### src/design/sqrt_pkg.sv
// ********************************************************************
// sqrt accelerator package: Q5.11 format, segment tables, register
// map and AXI4-Lite response codes
// ********************************************************************
`default_nettype none

package sqrt_pkg;

    localparam int frac_bits = 11;                 // Q5.11
    localparam int data_w    = 16;                 // operand and result width
    localparam int seg_count = 9;                  // linear segments

    typedef logic [3:0] seg_idx_t;                 // 0 .. seg_count-1

    // segment i+1 starts at breakpoints[i]
    localparam logic [data_w-1:0] breakpoints [0:seg_count-2] = '{
        16'h0012,                                  // 0.0088
        16'h00C0,                                  // 0.0938
        16'h02EB,                                  // 0.3647
        16'h06E7,                                  // 0.8628
        16'h0DF8,                                  // 1.7461
        16'h16B9,                                  // 2.8403
        16'h22B3,                                  // 4.3374
        16'h31CE                                   // 6.2256
    };

    localparam logic [data_w-1:0] slopes [0:seg_count-1] = '{
        16'h538D,                                  // 10.444
        16'h13E3,                                  // 2.486
        16'h08C9,                                  // 1.098
        16'h0537,                                  // 0.652
        16'h038D,                                  // 0.444
        16'h02A9,                                  // 0.333
        16'h021F,                                  // 0.265
        16'h01BF,                                  // 0.218
        16'h0180                                   // 0.188
    };

    localparam logic [data_w-1:0] intercepts [0:seg_count-1] = '{
        16'h0000,                                  // 0.000
        16'h0095,                                  // 0.073
        16'h01A0,                                  // 0.203
        16'h02ED,                                  // 0.366
        16'h045D,                                  // 0.546
        16'h05ED,                                  // 0.741
        16'h0773,                                  // 0.931
        16'h0914,                                  // 1.135
        16'h0A9B                                   // 1.326
    };

    localparam int axil_addr_w = 4;                // byte address bits
    localparam int axil_data_w = 32;

    localparam logic [axil_addr_w-1:0] addr_operand = 4'h0;   // write only
    localparam logic [axil_addr_w-1:0] addr_result  = 4'h4;   // read pops the FIFO
    localparam logic [axil_addr_w-1:0] addr_status  = 4'h8;   // FIFO fill count

    localparam logic [1:0] resp_okay   = 2'b00;
    localparam logic [1:0] resp_slverr = 2'b10;

endpackage

`default_nettype wire

### src/design/seg_coef_if.sv
// ********************************************************************
// operand plus its selected slope and intercept, segment select to MAC
// ********************************************************************
`timescale 1ns/1ns
`default_nettype none

interface seg_coef_if;

    logic                        valid;            // one pulse per operand, no stall
    logic [sqrt_pkg::data_w-1:0] x;                // operand, Q5.11
    logic [sqrt_pkg::data_w-1:0] slope;            // m of the selected segment
    logic [sqrt_pkg::data_w-1:0] intercept;        // c of the selected segment

    modport src (
        output valid,
        output x,
        output slope,
        output intercept
    );

    modport dst (
        input  valid,
        input  x,
        input  slope,
        input  intercept
    );

endinterface

`default_nettype wire

### src/design/axil_operand_writer.sv
// ********************************************************************
// AXI4-Lite write side: joins AW and W into one write, decodes the
// operand register and launches samples into the datapath
// ********************************************************************
`timescale 1ns/1ns
`default_nettype none

module axil_operand_writer (
    input  logic                                clk,
    input  logic                                reset,
    input  logic                                awvalid,
    output logic                                awready,
    input  logic [sqrt_pkg::axil_addr_w-1:0]    awaddr,
    input  logic                                wvalid,
    output logic                                wready,
    input  logic [sqrt_pkg::axil_data_w-1:0]    wdata,
    input  logic [sqrt_pkg::axil_data_w/8-1:0]  wstrb,
    output logic                                bvalid,
    input  logic                                bready,
    output logic [1:0]                          bresp,
    input  logic                                space,          // a FIFO slot is free
    output logic                                sample_valid,
    output logic [sqrt_pkg::data_w-1:0]         sample,
    output logic                                reserve         // takes one credit
);

    logic accept;                                  // AW and W handshake together
    logic launch;                                  // write goes to the datapath

    // both channels present, no response outstanding, room for a result
    assign accept  = awvalid && wvalid && !bvalid && space;
    assign launch  = (awaddr == sqrt_pkg::addr_operand) && (wstrb[1:0] == 2'b11);
    assign awready = accept;
    assign wready  = accept;
    assign reserve = accept && launch;            // errored writes cost nothing

    always_ff @(posedge clk or posedge reset) begin
        if (reset) begin
            bvalid       <= 1'b0;
            sample_valid <= 1'b0;
        end else begin
            sample_valid <= accept && launch;     // one cycle after the handshake
            if (accept) begin
                bvalid <= 1'b1;
            end else if (bready) begin
                bvalid <= 1'b0;                   // response taken
            end
        end
    end

    // response code and operand are captured once per accepted write
    always_ff @(posedge clk) begin
        if (accept) begin
            bresp  <= launch ? sqrt_pkg::resp_okay : sqrt_pkg::resp_slverr;
            sample <= wdata[sqrt_pkg::data_w-1:0]; // Q5.11 in the low half
        end
    end

    // the response holds with a stable code until the master takes it
    a_bresp_held: assert property (
        @(posedge clk) disable iff (reset)
        bvalid && !bready |=> bvalid && $stable(bresp)
    ) else $error("write response dropped before bready");

endmodule

`default_nettype wire

### src/design/axil_result_reader.sv
// ********************************************************************
// result FIFO with credit accounting and the AXI4-Lite read side
// for the result and status registers
// ********************************************************************
`timescale 1ns/1ns
`default_nettype none

module axil_result_reader #(
    parameter int fifo_depth = 8
) (
    input  logic                              clk,
    input  logic                              reset,
    input  logic                              result_valid,
    input  logic [sqrt_pkg::data_w-1:0]       result,
    input  logic                              reserve,
    input  logic                              arvalid,
    output logic                              arready,
    input  logic [sqrt_pkg::axil_addr_w-1:0]  araddr,
    output logic                              rvalid,
    input  logic                              rready,
    output logic [sqrt_pkg::axil_data_w-1:0]  rdata,
    output logic [1:0]                        rresp,
    output logic                              space
);

    localparam int ptr_w = $clog2(fifo_depth);
    localparam int cnt_w = $clog2(fifo_depth + 1);

    logic [sqrt_pkg::data_w-1:0] fifo_mem [fifo_depth];
    logic [ptr_w-1:0]            wr_ptr;
    logic [ptr_w-1:0]            rd_ptr;
    logic [cnt_w-1:0]            fill;             // entries waiting
    logic [cnt_w-1:0]            credits;          // depth - fill - in flight
    logic                        ar_fire;
    logic                        pop;

    // wraps at any depth, not only powers of two
    function automatic logic [ptr_w-1:0] ptr_next(input logic [ptr_w-1:0] p);
        return (p == ptr_w'(fifo_depth - 1)) ? '0 : p + 1'b1;
    endfunction

    assign arready = !rvalid;                     // one read outstanding at most
    assign ar_fire = arvalid && !rvalid;
    assign pop     = ar_fire && (araddr == sqrt_pkg::addr_result) && (fill != '0);
    assign space   = (credits != '0);

    always_ff @(posedge clk or posedge reset) begin
        if (reset) begin
            wr_ptr  <= '0;
            rd_ptr  <= '0;
            fill    <= '0;
            credits <= cnt_w'(fifo_depth);        // all slots free
            rvalid  <= 1'b0;
        end else begin
            if (result_valid) wr_ptr <= ptr_next(wr_ptr);
            if (pop) rd_ptr <= ptr_next(rd_ptr);
            fill    <= fill + cnt_w'(result_valid) - cnt_w'(pop);
            credits <= credits - cnt_w'(reserve) + cnt_w'(pop);
            if (ar_fire) begin
                rvalid <= 1'b1;
            end else if (rready) begin
                rvalid <= 1'b0;
            end
        end
    end

    always_ff @(posedge clk) begin
        if (result_valid) fifo_mem[wr_ptr] <= result;
        if (ar_fire) begin                        // rdata and rresp held after this
            case (araddr)
                sqrt_pkg::addr_result: begin
                    if (fill != '0) begin
                        rdata <= sqrt_pkg::axil_data_w'(fifo_mem[rd_ptr]);
                        rresp <= sqrt_pkg::resp_okay;
                    end else begin
                        rdata <= '0;              // empty FIFO
                        rresp <= sqrt_pkg::resp_slverr;
                    end
                end
                sqrt_pkg::addr_status: begin
                    rdata <= sqrt_pkg::axil_data_w'(fill);
                    rresp <= sqrt_pkg::resp_okay;
                end
                default: begin
                    rdata <= '0;
                    rresp <= sqrt_pkg::resp_slverr;
                end
            endcase
        end
    end

    // admission in the writer must have left a slot for every result
    a_push_not_full: assert property (
        @(posedge clk) disable iff (reset)
        result_valid |-> fill < cnt_w'(fifo_depth)
    ) else $error("push into a full result FIFO");

    a_credit_floor: assert property (
        @(posedge clk) disable iff (reset)
        reserve |-> credits != '0
    ) else $error("credit counter underflow");

endmodule

`default_nettype wire

### src/design/sqrt_accel_top.sv
// ********************************************************************
// square-root accelerator top: AXI4-Lite slave around the segment
// select and multiply-add pipeline
// ********************************************************************
`timescale 1ns/1ns
`default_nettype none

module sqrt_accel_top #(
    parameter int fifo_depth = 8                   // result FIFO entries, 4 or more
) (
    input  logic                              clk,
    input  logic                              reset,
    input  logic                              awvalid,
    output logic                              awready,
    input  logic [sqrt_pkg::axil_addr_w-1:0]  awaddr,
    input  logic                              wvalid,
    output logic                              wready,
    input  logic [sqrt_pkg::axil_data_w-1:0]  wdata,
    input  logic [sqrt_pkg::axil_data_w/8-1:0] wstrb,
    output logic                              bvalid,
    input  logic                              bready,
    output logic [1:0]                        bresp,
    input  logic                              arvalid,
    output logic                              arready,
    input  logic [sqrt_pkg::axil_addr_w-1:0]  araddr,
    output logic                              rvalid,
    input  logic                              rready,
    output logic [sqrt_pkg::axil_data_w-1:0]  rdata,
    output logic [1:0]                        rresp
);

    logic                        sample_valid;
    logic [sqrt_pkg::data_w-1:0] sample;
    logic                        reserve;          // writer takes a credit
    logic                        space;            // reader has a credit left
    logic                        result_valid;
    logic [sqrt_pkg::data_w-1:0] result;

    seg_coef_if coef_link ();                      // select -> mac

    axil_operand_writer i_operand_writer (
        .clk          (clk),
        .reset        (reset),
        .awvalid      (awvalid),
        .awready      (awready),
        .awaddr       (awaddr),
        .wvalid       (wvalid),
        .wready       (wready),
        .wdata        (wdata),
        .wstrb        (wstrb),
        .bvalid       (bvalid),
        .bready       (bready),
        .bresp        (bresp),
        .space        (space),
        .sample_valid (sample_valid),
        .sample       (sample),
        .reserve      (reserve)
    );

    sqrt_segment_select i_segment_select (
        .clk          (clk),
        .reset        (reset),
        .sample_valid (sample_valid),
        .sample       (sample),
        .coef         (coef_link.src)
    );

    sqrt_mac i_mac (
        .clk          (clk),
        .reset        (reset),
        .coef         (coef_link.dst),
        .result_valid (result_valid),
        .result       (result)
    );

    axil_result_reader #(
        .fifo_depth   (fifo_depth)
    ) i_result_reader (
        .clk          (clk),
        .reset        (reset),
        .result_valid (result_valid),
        .result       (result),
        .reserve      (reserve),
        .arvalid      (arvalid),
        .arready      (arready),
        .araddr       (araddr),
        .rvalid       (rvalid),
        .rready       (rready),
        .rdata        (rdata),
        .rresp        (rresp),
        .space        (space)
    );

endmodule

`default_nettype wire

### src/design/sqrt_mac.sv
// ********************************************************************
// multiply-add: y = m*x + c in Q5.11, product and sum registered
// ********************************************************************
`timescale 1ns/1ns
`default_nettype none

module sqrt_mac (
    input  logic                        clk,
    input  logic                        reset,
    seg_coef_if.dst                     coef,
    output logic                        result_valid,
    output logic [sqrt_pkg::data_w-1:0] result
);

    logic [2*sqrt_pkg::data_w-1:0] product;        // Q10.22
    logic                          m1_valid;
    logic [sqrt_pkg::data_w-1:0]   m1_prod;        // back to Q5.11
    logic [sqrt_pkg::data_w-1:0]   m1_icpt;
    logic [sqrt_pkg::data_w:0]     sum;            // extra bit catches carry

    assign product = coef.x * coef.slope;
    assign sum     = {1'b0, m1_prod} + {1'b0, m1_icpt};

    always_ff @(posedge clk or posedge reset) begin
        if (reset) begin
            m1_valid     <= 1'b0;
            result_valid <= 1'b0;
        end else begin
            m1_valid     <= coef.valid;
            result_valid <= m1_valid;
        end
    end

    always_ff @(posedge clk) begin
        m1_prod <= product[sqrt_pkg::frac_bits +: sqrt_pkg::data_w]; // truncate
        m1_icpt <= coef.intercept;
        result  <= sum[sqrt_pkg::data_w-1:0];
    end

    // the tables keep y below 32.0, so there is no saturation logic
    a_no_carry: assert property (
        @(posedge clk) disable iff (reset)
        m1_valid |-> !sum[sqrt_pkg::data_w]
    ) else $error("Q5.11 result overflow");

endmodule

`default_nettype wire

### src/design/sqrt_segment_select.sv
// ********************************************************************
// segment selection: compare against the breakpoints, then look up
// slope and intercept, two register stages
// ********************************************************************
`timescale 1ns/1ns
`default_nettype none

module sqrt_segment_select (
    input  logic                        clk,
    input  logic                        reset,
    input  logic                        sample_valid,
    input  logic [sqrt_pkg::data_w-1:0] sample,
    seg_coef_if.src                     coef
);

    sqrt_pkg::seg_idx_t          seg_idx;          // comparator result
    logic                        s1_valid;
    sqrt_pkg::seg_idx_t          s1_idx;
    logic [sqrt_pkg::data_w-1:0] s1_x;

    // index = number of breakpoints at or below the operand
    always_comb begin
        seg_idx = '0;
        for (int i = 0; i < sqrt_pkg::seg_count - 1; i++) begin
            if (sample >= sqrt_pkg::breakpoints[i]) begin
                seg_idx = seg_idx + 1'b1;
            end
        end
    end

    always_ff @(posedge clk or posedge reset) begin
        if (reset) begin
            s1_valid   <= 1'b0;
            coef.valid <= 1'b0;
        end else begin
            s1_valid   <= sample_valid;
            coef.valid <= s1_valid;
        end
    end

    always_ff @(posedge clk) begin
        s1_idx         <= seg_idx;                 // stage 1
        s1_x           <= sample;
        coef.x         <= s1_x;                    // stage 2, table lookup
        coef.slope     <= sqrt_pkg::slopes[s1_idx];
        coef.intercept <= sqrt_pkg::intercepts[s1_idx];
    end

    // the lookup address must stay inside the nine-entry tables
    a_idx_range: assert property (
        @(posedge clk) disable iff (reset)
        s1_valid |-> s1_idx <= sqrt_pkg::seg_idx_t'(sqrt_pkg::seg_count - 1)
    ) else $error("segment index out of range");

endmodule

`default_nettype wire

### config.mk
export PLATFORM = sky130hd
export DESIGN_NAME = sqrt_accel_top
export DESIGN_NICKNAME = d
export VERILOG_FILES = /design/src/design/sqrt_pkg.sv /design/src/design/seg_coef_if.sv /design/src/design/axil_operand_writer.sv /design/src/design/axil_result_reader.sv /design/src/design/sqrt_accel_top.sv /design/src/design/sqrt_mac.sv /design/src/design/sqrt_segment_select.sv
export SDC_FILE = /design/constraint.sdc
export NUM_CORES = 1
export LEC_CHECK = 0
export BUFFER_PORTS_ARGS = -buffer_cell sky130_fd_sc_hd__buf_2
export CAP_MARGIN = 30
export CORE_MARGIN = 4
export CORE_UTILIZATION = 36
export CTS_CLUSTER_DIAMETER = 100
export DETAILED_ROUTE_END_ITERATION = 10
export PLACE_DENSITY_LB_ADDON = 0.15
export SYNTH_ARGS = -nofsm -noshare
export SYNTH_HDL_FRONTEND = slang
export SYNTH_SLANG_ARGS = --single-unit
### constraint.sdc
create_clock -name clk -period 8.3 [get_ports clk]
set_input_delay 2.075 -clock clk [delete_from_list [all_inputs] [get_ports clk]]
set_output_delay 2.075 -clock clk [all_outputs]
set_load 0.01 [all_outputs]
==> results by group <==
Run status
  • Status: completed

GRT
  • Vias in the first global route: 11032
  • Pin count of the biggest net entering global routing: 35
  • GRT Resource Usage Total: 14.0%
  • Antenna violations before repair: 0
  • First-pass GRT wire length: 59.7 mm
  • Congestion Overflow GR: 0

Floorplan
  • # rows: 80
  • Core area: 0.0481 mm^2
  • Die width: 230 um
  • Io pins: 92
  • Initial Util: 36.7%
  • Total die area: 0.0527 mm^2
  • Die height: 230 um

Layout
  • Fill cells: 4580
  • Commonest non-fill, non-tap cell in the layout: inv_1
  • Number of nets in the layout: 1868
  • Commonest non-fill, non-tap cells in the layout: inv_1, fa_1, edfxtp_1
  • Area grow syn2layout: 11.8%
  • Layout Cells excl Fill: 2209
  • N_diodes: 0
  • Fraction of layout cells with a size suffix above 1: 11.8%

Logic synthesis
  • Top cell type's share of synthesized area: 27.5%
  • Sequential share of the synthesized area: 42.5%
  • FFs w/ async S/R, synth: 7.27%
  • Mapped Cells: 1476
  • Post-synth EDFFs: 162
  • Post-synth cell types: 69
  • Syn. warnings: 0
  • Flops & latches, synth: 289
  • Synthesized area: 0.0177 mm^2
  • Cell taking the most area after synthesis: edfxtp_1
  • Top cells by area, synth: edfxtp_1, fa_1, dfxtp_1
  • Syn Area/Cell: 12.0 um^2
  • Predominant post-synthesis flop cell: edfxtp_1

STA
  • Final setup fails: 0
  • Hold Fails Final Rpt: 0
  • Worst slew pin tran: 0.855 ns
  • FMAX: 151 MHz
  • Fin crit share: 79.7%
  • Max-slew headroom: 42.2%
  • Slew Viols, Final: 0
  • Unrepaired setup endpoints after global routing: no
  • Period minus WS final: 6.62 ns
  • Worst Skew: 0.0294 ns
  • Final WS setup: 1.68 ns
  • Setup TNS: 0 ns

Setup path
  • Cell Chain, Critical Path: nand2_1, fa_1, inv_1, fa_1, inv_1, fa_1, inv_1, fa_1, fa_1, inv_1, fa_1, inv_1, ha_1, a21o_1, a21o_1, a21o_1, a21o_1, a21oi_1, a21boi_1, o21ai_1, mux2i_1, a2111oi_0
  • Max stage delay on crit path: 0.78 ns
  • CP Capture Type: flop
  • Largest fanout on the critical path: 14
  • Cell mode on critical path: fa_1
  • Critical path class: reg -> reg
  • Worst Setup Start Kind: flop
  • Crit path DAT: 6.99 ns
  • Slowest-stage cell, CP: dfxtp_1
  • Req. time, crit path: 8.67 ns

Routing
  • DRT Wirelength: 35.2 mm
  • DR iter-0 viols: 372
  • Avg Vias per Cell: 4.60
  • Drt wl/cell: 15.9 um
  • Drt pass-1 iters: 4
  • Residual DRC: 0
  • Vias after detailed routing: 10154
  • Antenna Violating Nets Remaining: 0

Clock network
  • Clock Root Buffer: clkbuf_16
  • Clock latency on the worst-skew pair: 0.53 ns
  • Clk slew on worst S/H paths: 0.05 ns
  • Htree depth: 2
  • Clock Sinks: 289
  • Clk buf depth: 3
  • CTS tree: built
  • Post-CTS setup buffer count: 0
  • Post_cts resized: 0
  • Hold-fix buffers at CTS: 0
  • Num CTS Buffers: 34

Placement
  • DP Worst Slack: 1.63 ns
  • Gpl congestion: 0.760
  • IO Port Bufs: 55
  • DP Cell Count: 2148
  • Placed wire-length estimate: 25.4 mm

Run
  • Max-Cap Viols: 0

Min path
  • Min-Delay Path Class: reg -> reg
## layout make-up
class | count | area, um^2 | share of cell area (%)
multi-input combinational | 890 | 8980 | 45.4
inverter | 247 | 927 | 4.69
clock buffer | 43 | 895 | 4.53
sequential | 289 | 7520 | 38.0
tap | 656 | 821 | 4.15
clock inverter | 18 | 267 | 1.35
timing repair buffer | 66 | 358 | 1.81
## worst max-delay path: cells and delay by family, from the launching register on
family                     cells  cell delay (ns)
adders and majority gates      7             3.36
AOI/OAI and AO/OA              8             1.79
DFF                            1             0.78
buffers and inverters          5             0.24
and+or+nand+nor                1             0.17
muxes                          1             0.10
## cell usage after synthesis, types with 5 or more instances
cell      instances
nand2b_1          8
mux4_2           32
dfrtp_1          20
a21oi_1          21
o21ai_0          10
a31oi_1           6
edfxtp_1        162
or2_2             6
nand2_1         155
xnor2_1          35
xor2_1           15
nand3_1          10
or3_1             5
and3_1            6
buf_1             5
mux2_2            8
mux2i_1          18
and2_1          101
a21o_1           13
inv_1           246
nor3_1           14
clkbuf_1         42
fa_1            165
ha_1            124
o21ai_1           6
nand4_1           5
buf_4            19
nor2_1           44
dfxtp_1         106
## routing by layer
| layer | track usage (%) | vias to the layer above | share of wire [%] |
|---|---|---|---|
| li1 | - | 4877 | - |
| met1 | 18.3 | 5087 | 45 |
| met3 | 2.49 | 37 | 3.9 |
| met2 | 24.5 | 153 | 50 |
| met4 | 2.89 | 0 | 1.3 |
| met5 | 0 | - | 0 |
## flip-flops by register name, indices dropped and copies added, names as in the netlist, 3 cells and up
name                             count
i_result_reader.fifo_mem           128
i_mac.m1_icpt                       12
i_result_reader.fill                 4
i_operand_writer.sample             16
i_segment_select.s1_idx              4
i_mac.m1_prod                       16
i_mac.result                        16
i_segment_select.coef.x             16
i_segment_select.s1_x               16
i_result_reader.rd_ptr               3
i_segment_select.coef.intercept     12
i_result_reader.rdata               16
i_segment_select.coef.slope         14
i_result_reader.credits              4
i_result_reader.wr_ptr               3
## stage by stage
| stage | hold slack, ns | instance area, um^2 | util (%) |
|---|---|---|---|
| 2_1_floorplan | 0.310 | 17700 | - |
| 3_3_place_gp | 0.310 | 18600 | 38.6 |
| 3_5_place_dp | 0.312 | 18600 | 38.6 |
| 4_1_cts | 0.324 | 19800 | 41.0 |
| 5_1_grt | 0.330 | 19800 | 41.0 |
| 6_report | 0.324 | 19800 | 41.0 |
## cell families after synthesis
family,synth area share [%]
fa+ha+maj,27.5
xor+xnor,2.73
compound gates,3.88
other cells,0.0212
mux,5.78
buf+inv,7.12
simple gates,10.5
flops,42.5
## worst paths after layout
| kind | startpoint | to | slack (ns) | depth (start not counted) |
|---|---|---|---|---|
| max | i_segment_select.coef.x[6]$_DFF_P_ | i_mac.m1_prod[15]$_DFF_P_ | 1.68 | 22 |
| min | i_segment_select.s1_x[11]$_DFF_P_ | i_segment_select.coef.x[11]$_DFF_P_ | 0.32 | 0 |
| max reg2reg | i_segment_select.coef.x[6]$_DFF_P_ | i_mac.m1_prod[15]$_DFF_P_ | 1.68 | 22 |
| min reg2reg | i_segment_select.s1_x[11]$_DFF_P_ | i_segment_select.coef.x[11]$_DFF_P_ | 0.32 | 0 |
| max in group asynchronous | reset | i_result_reader.rd_ptr[0]$_DFFE_PP0P_ | 5.98 | 2 |
| min in group asynchronous | reset | i_result_reader.rvalid$_DFFE_PP0P_ | 1.72 | 2 |
Power is left out: the tool's default activity adds up to more than one toggle a clock period on the data nets, which glitch-free logic cannot reach.
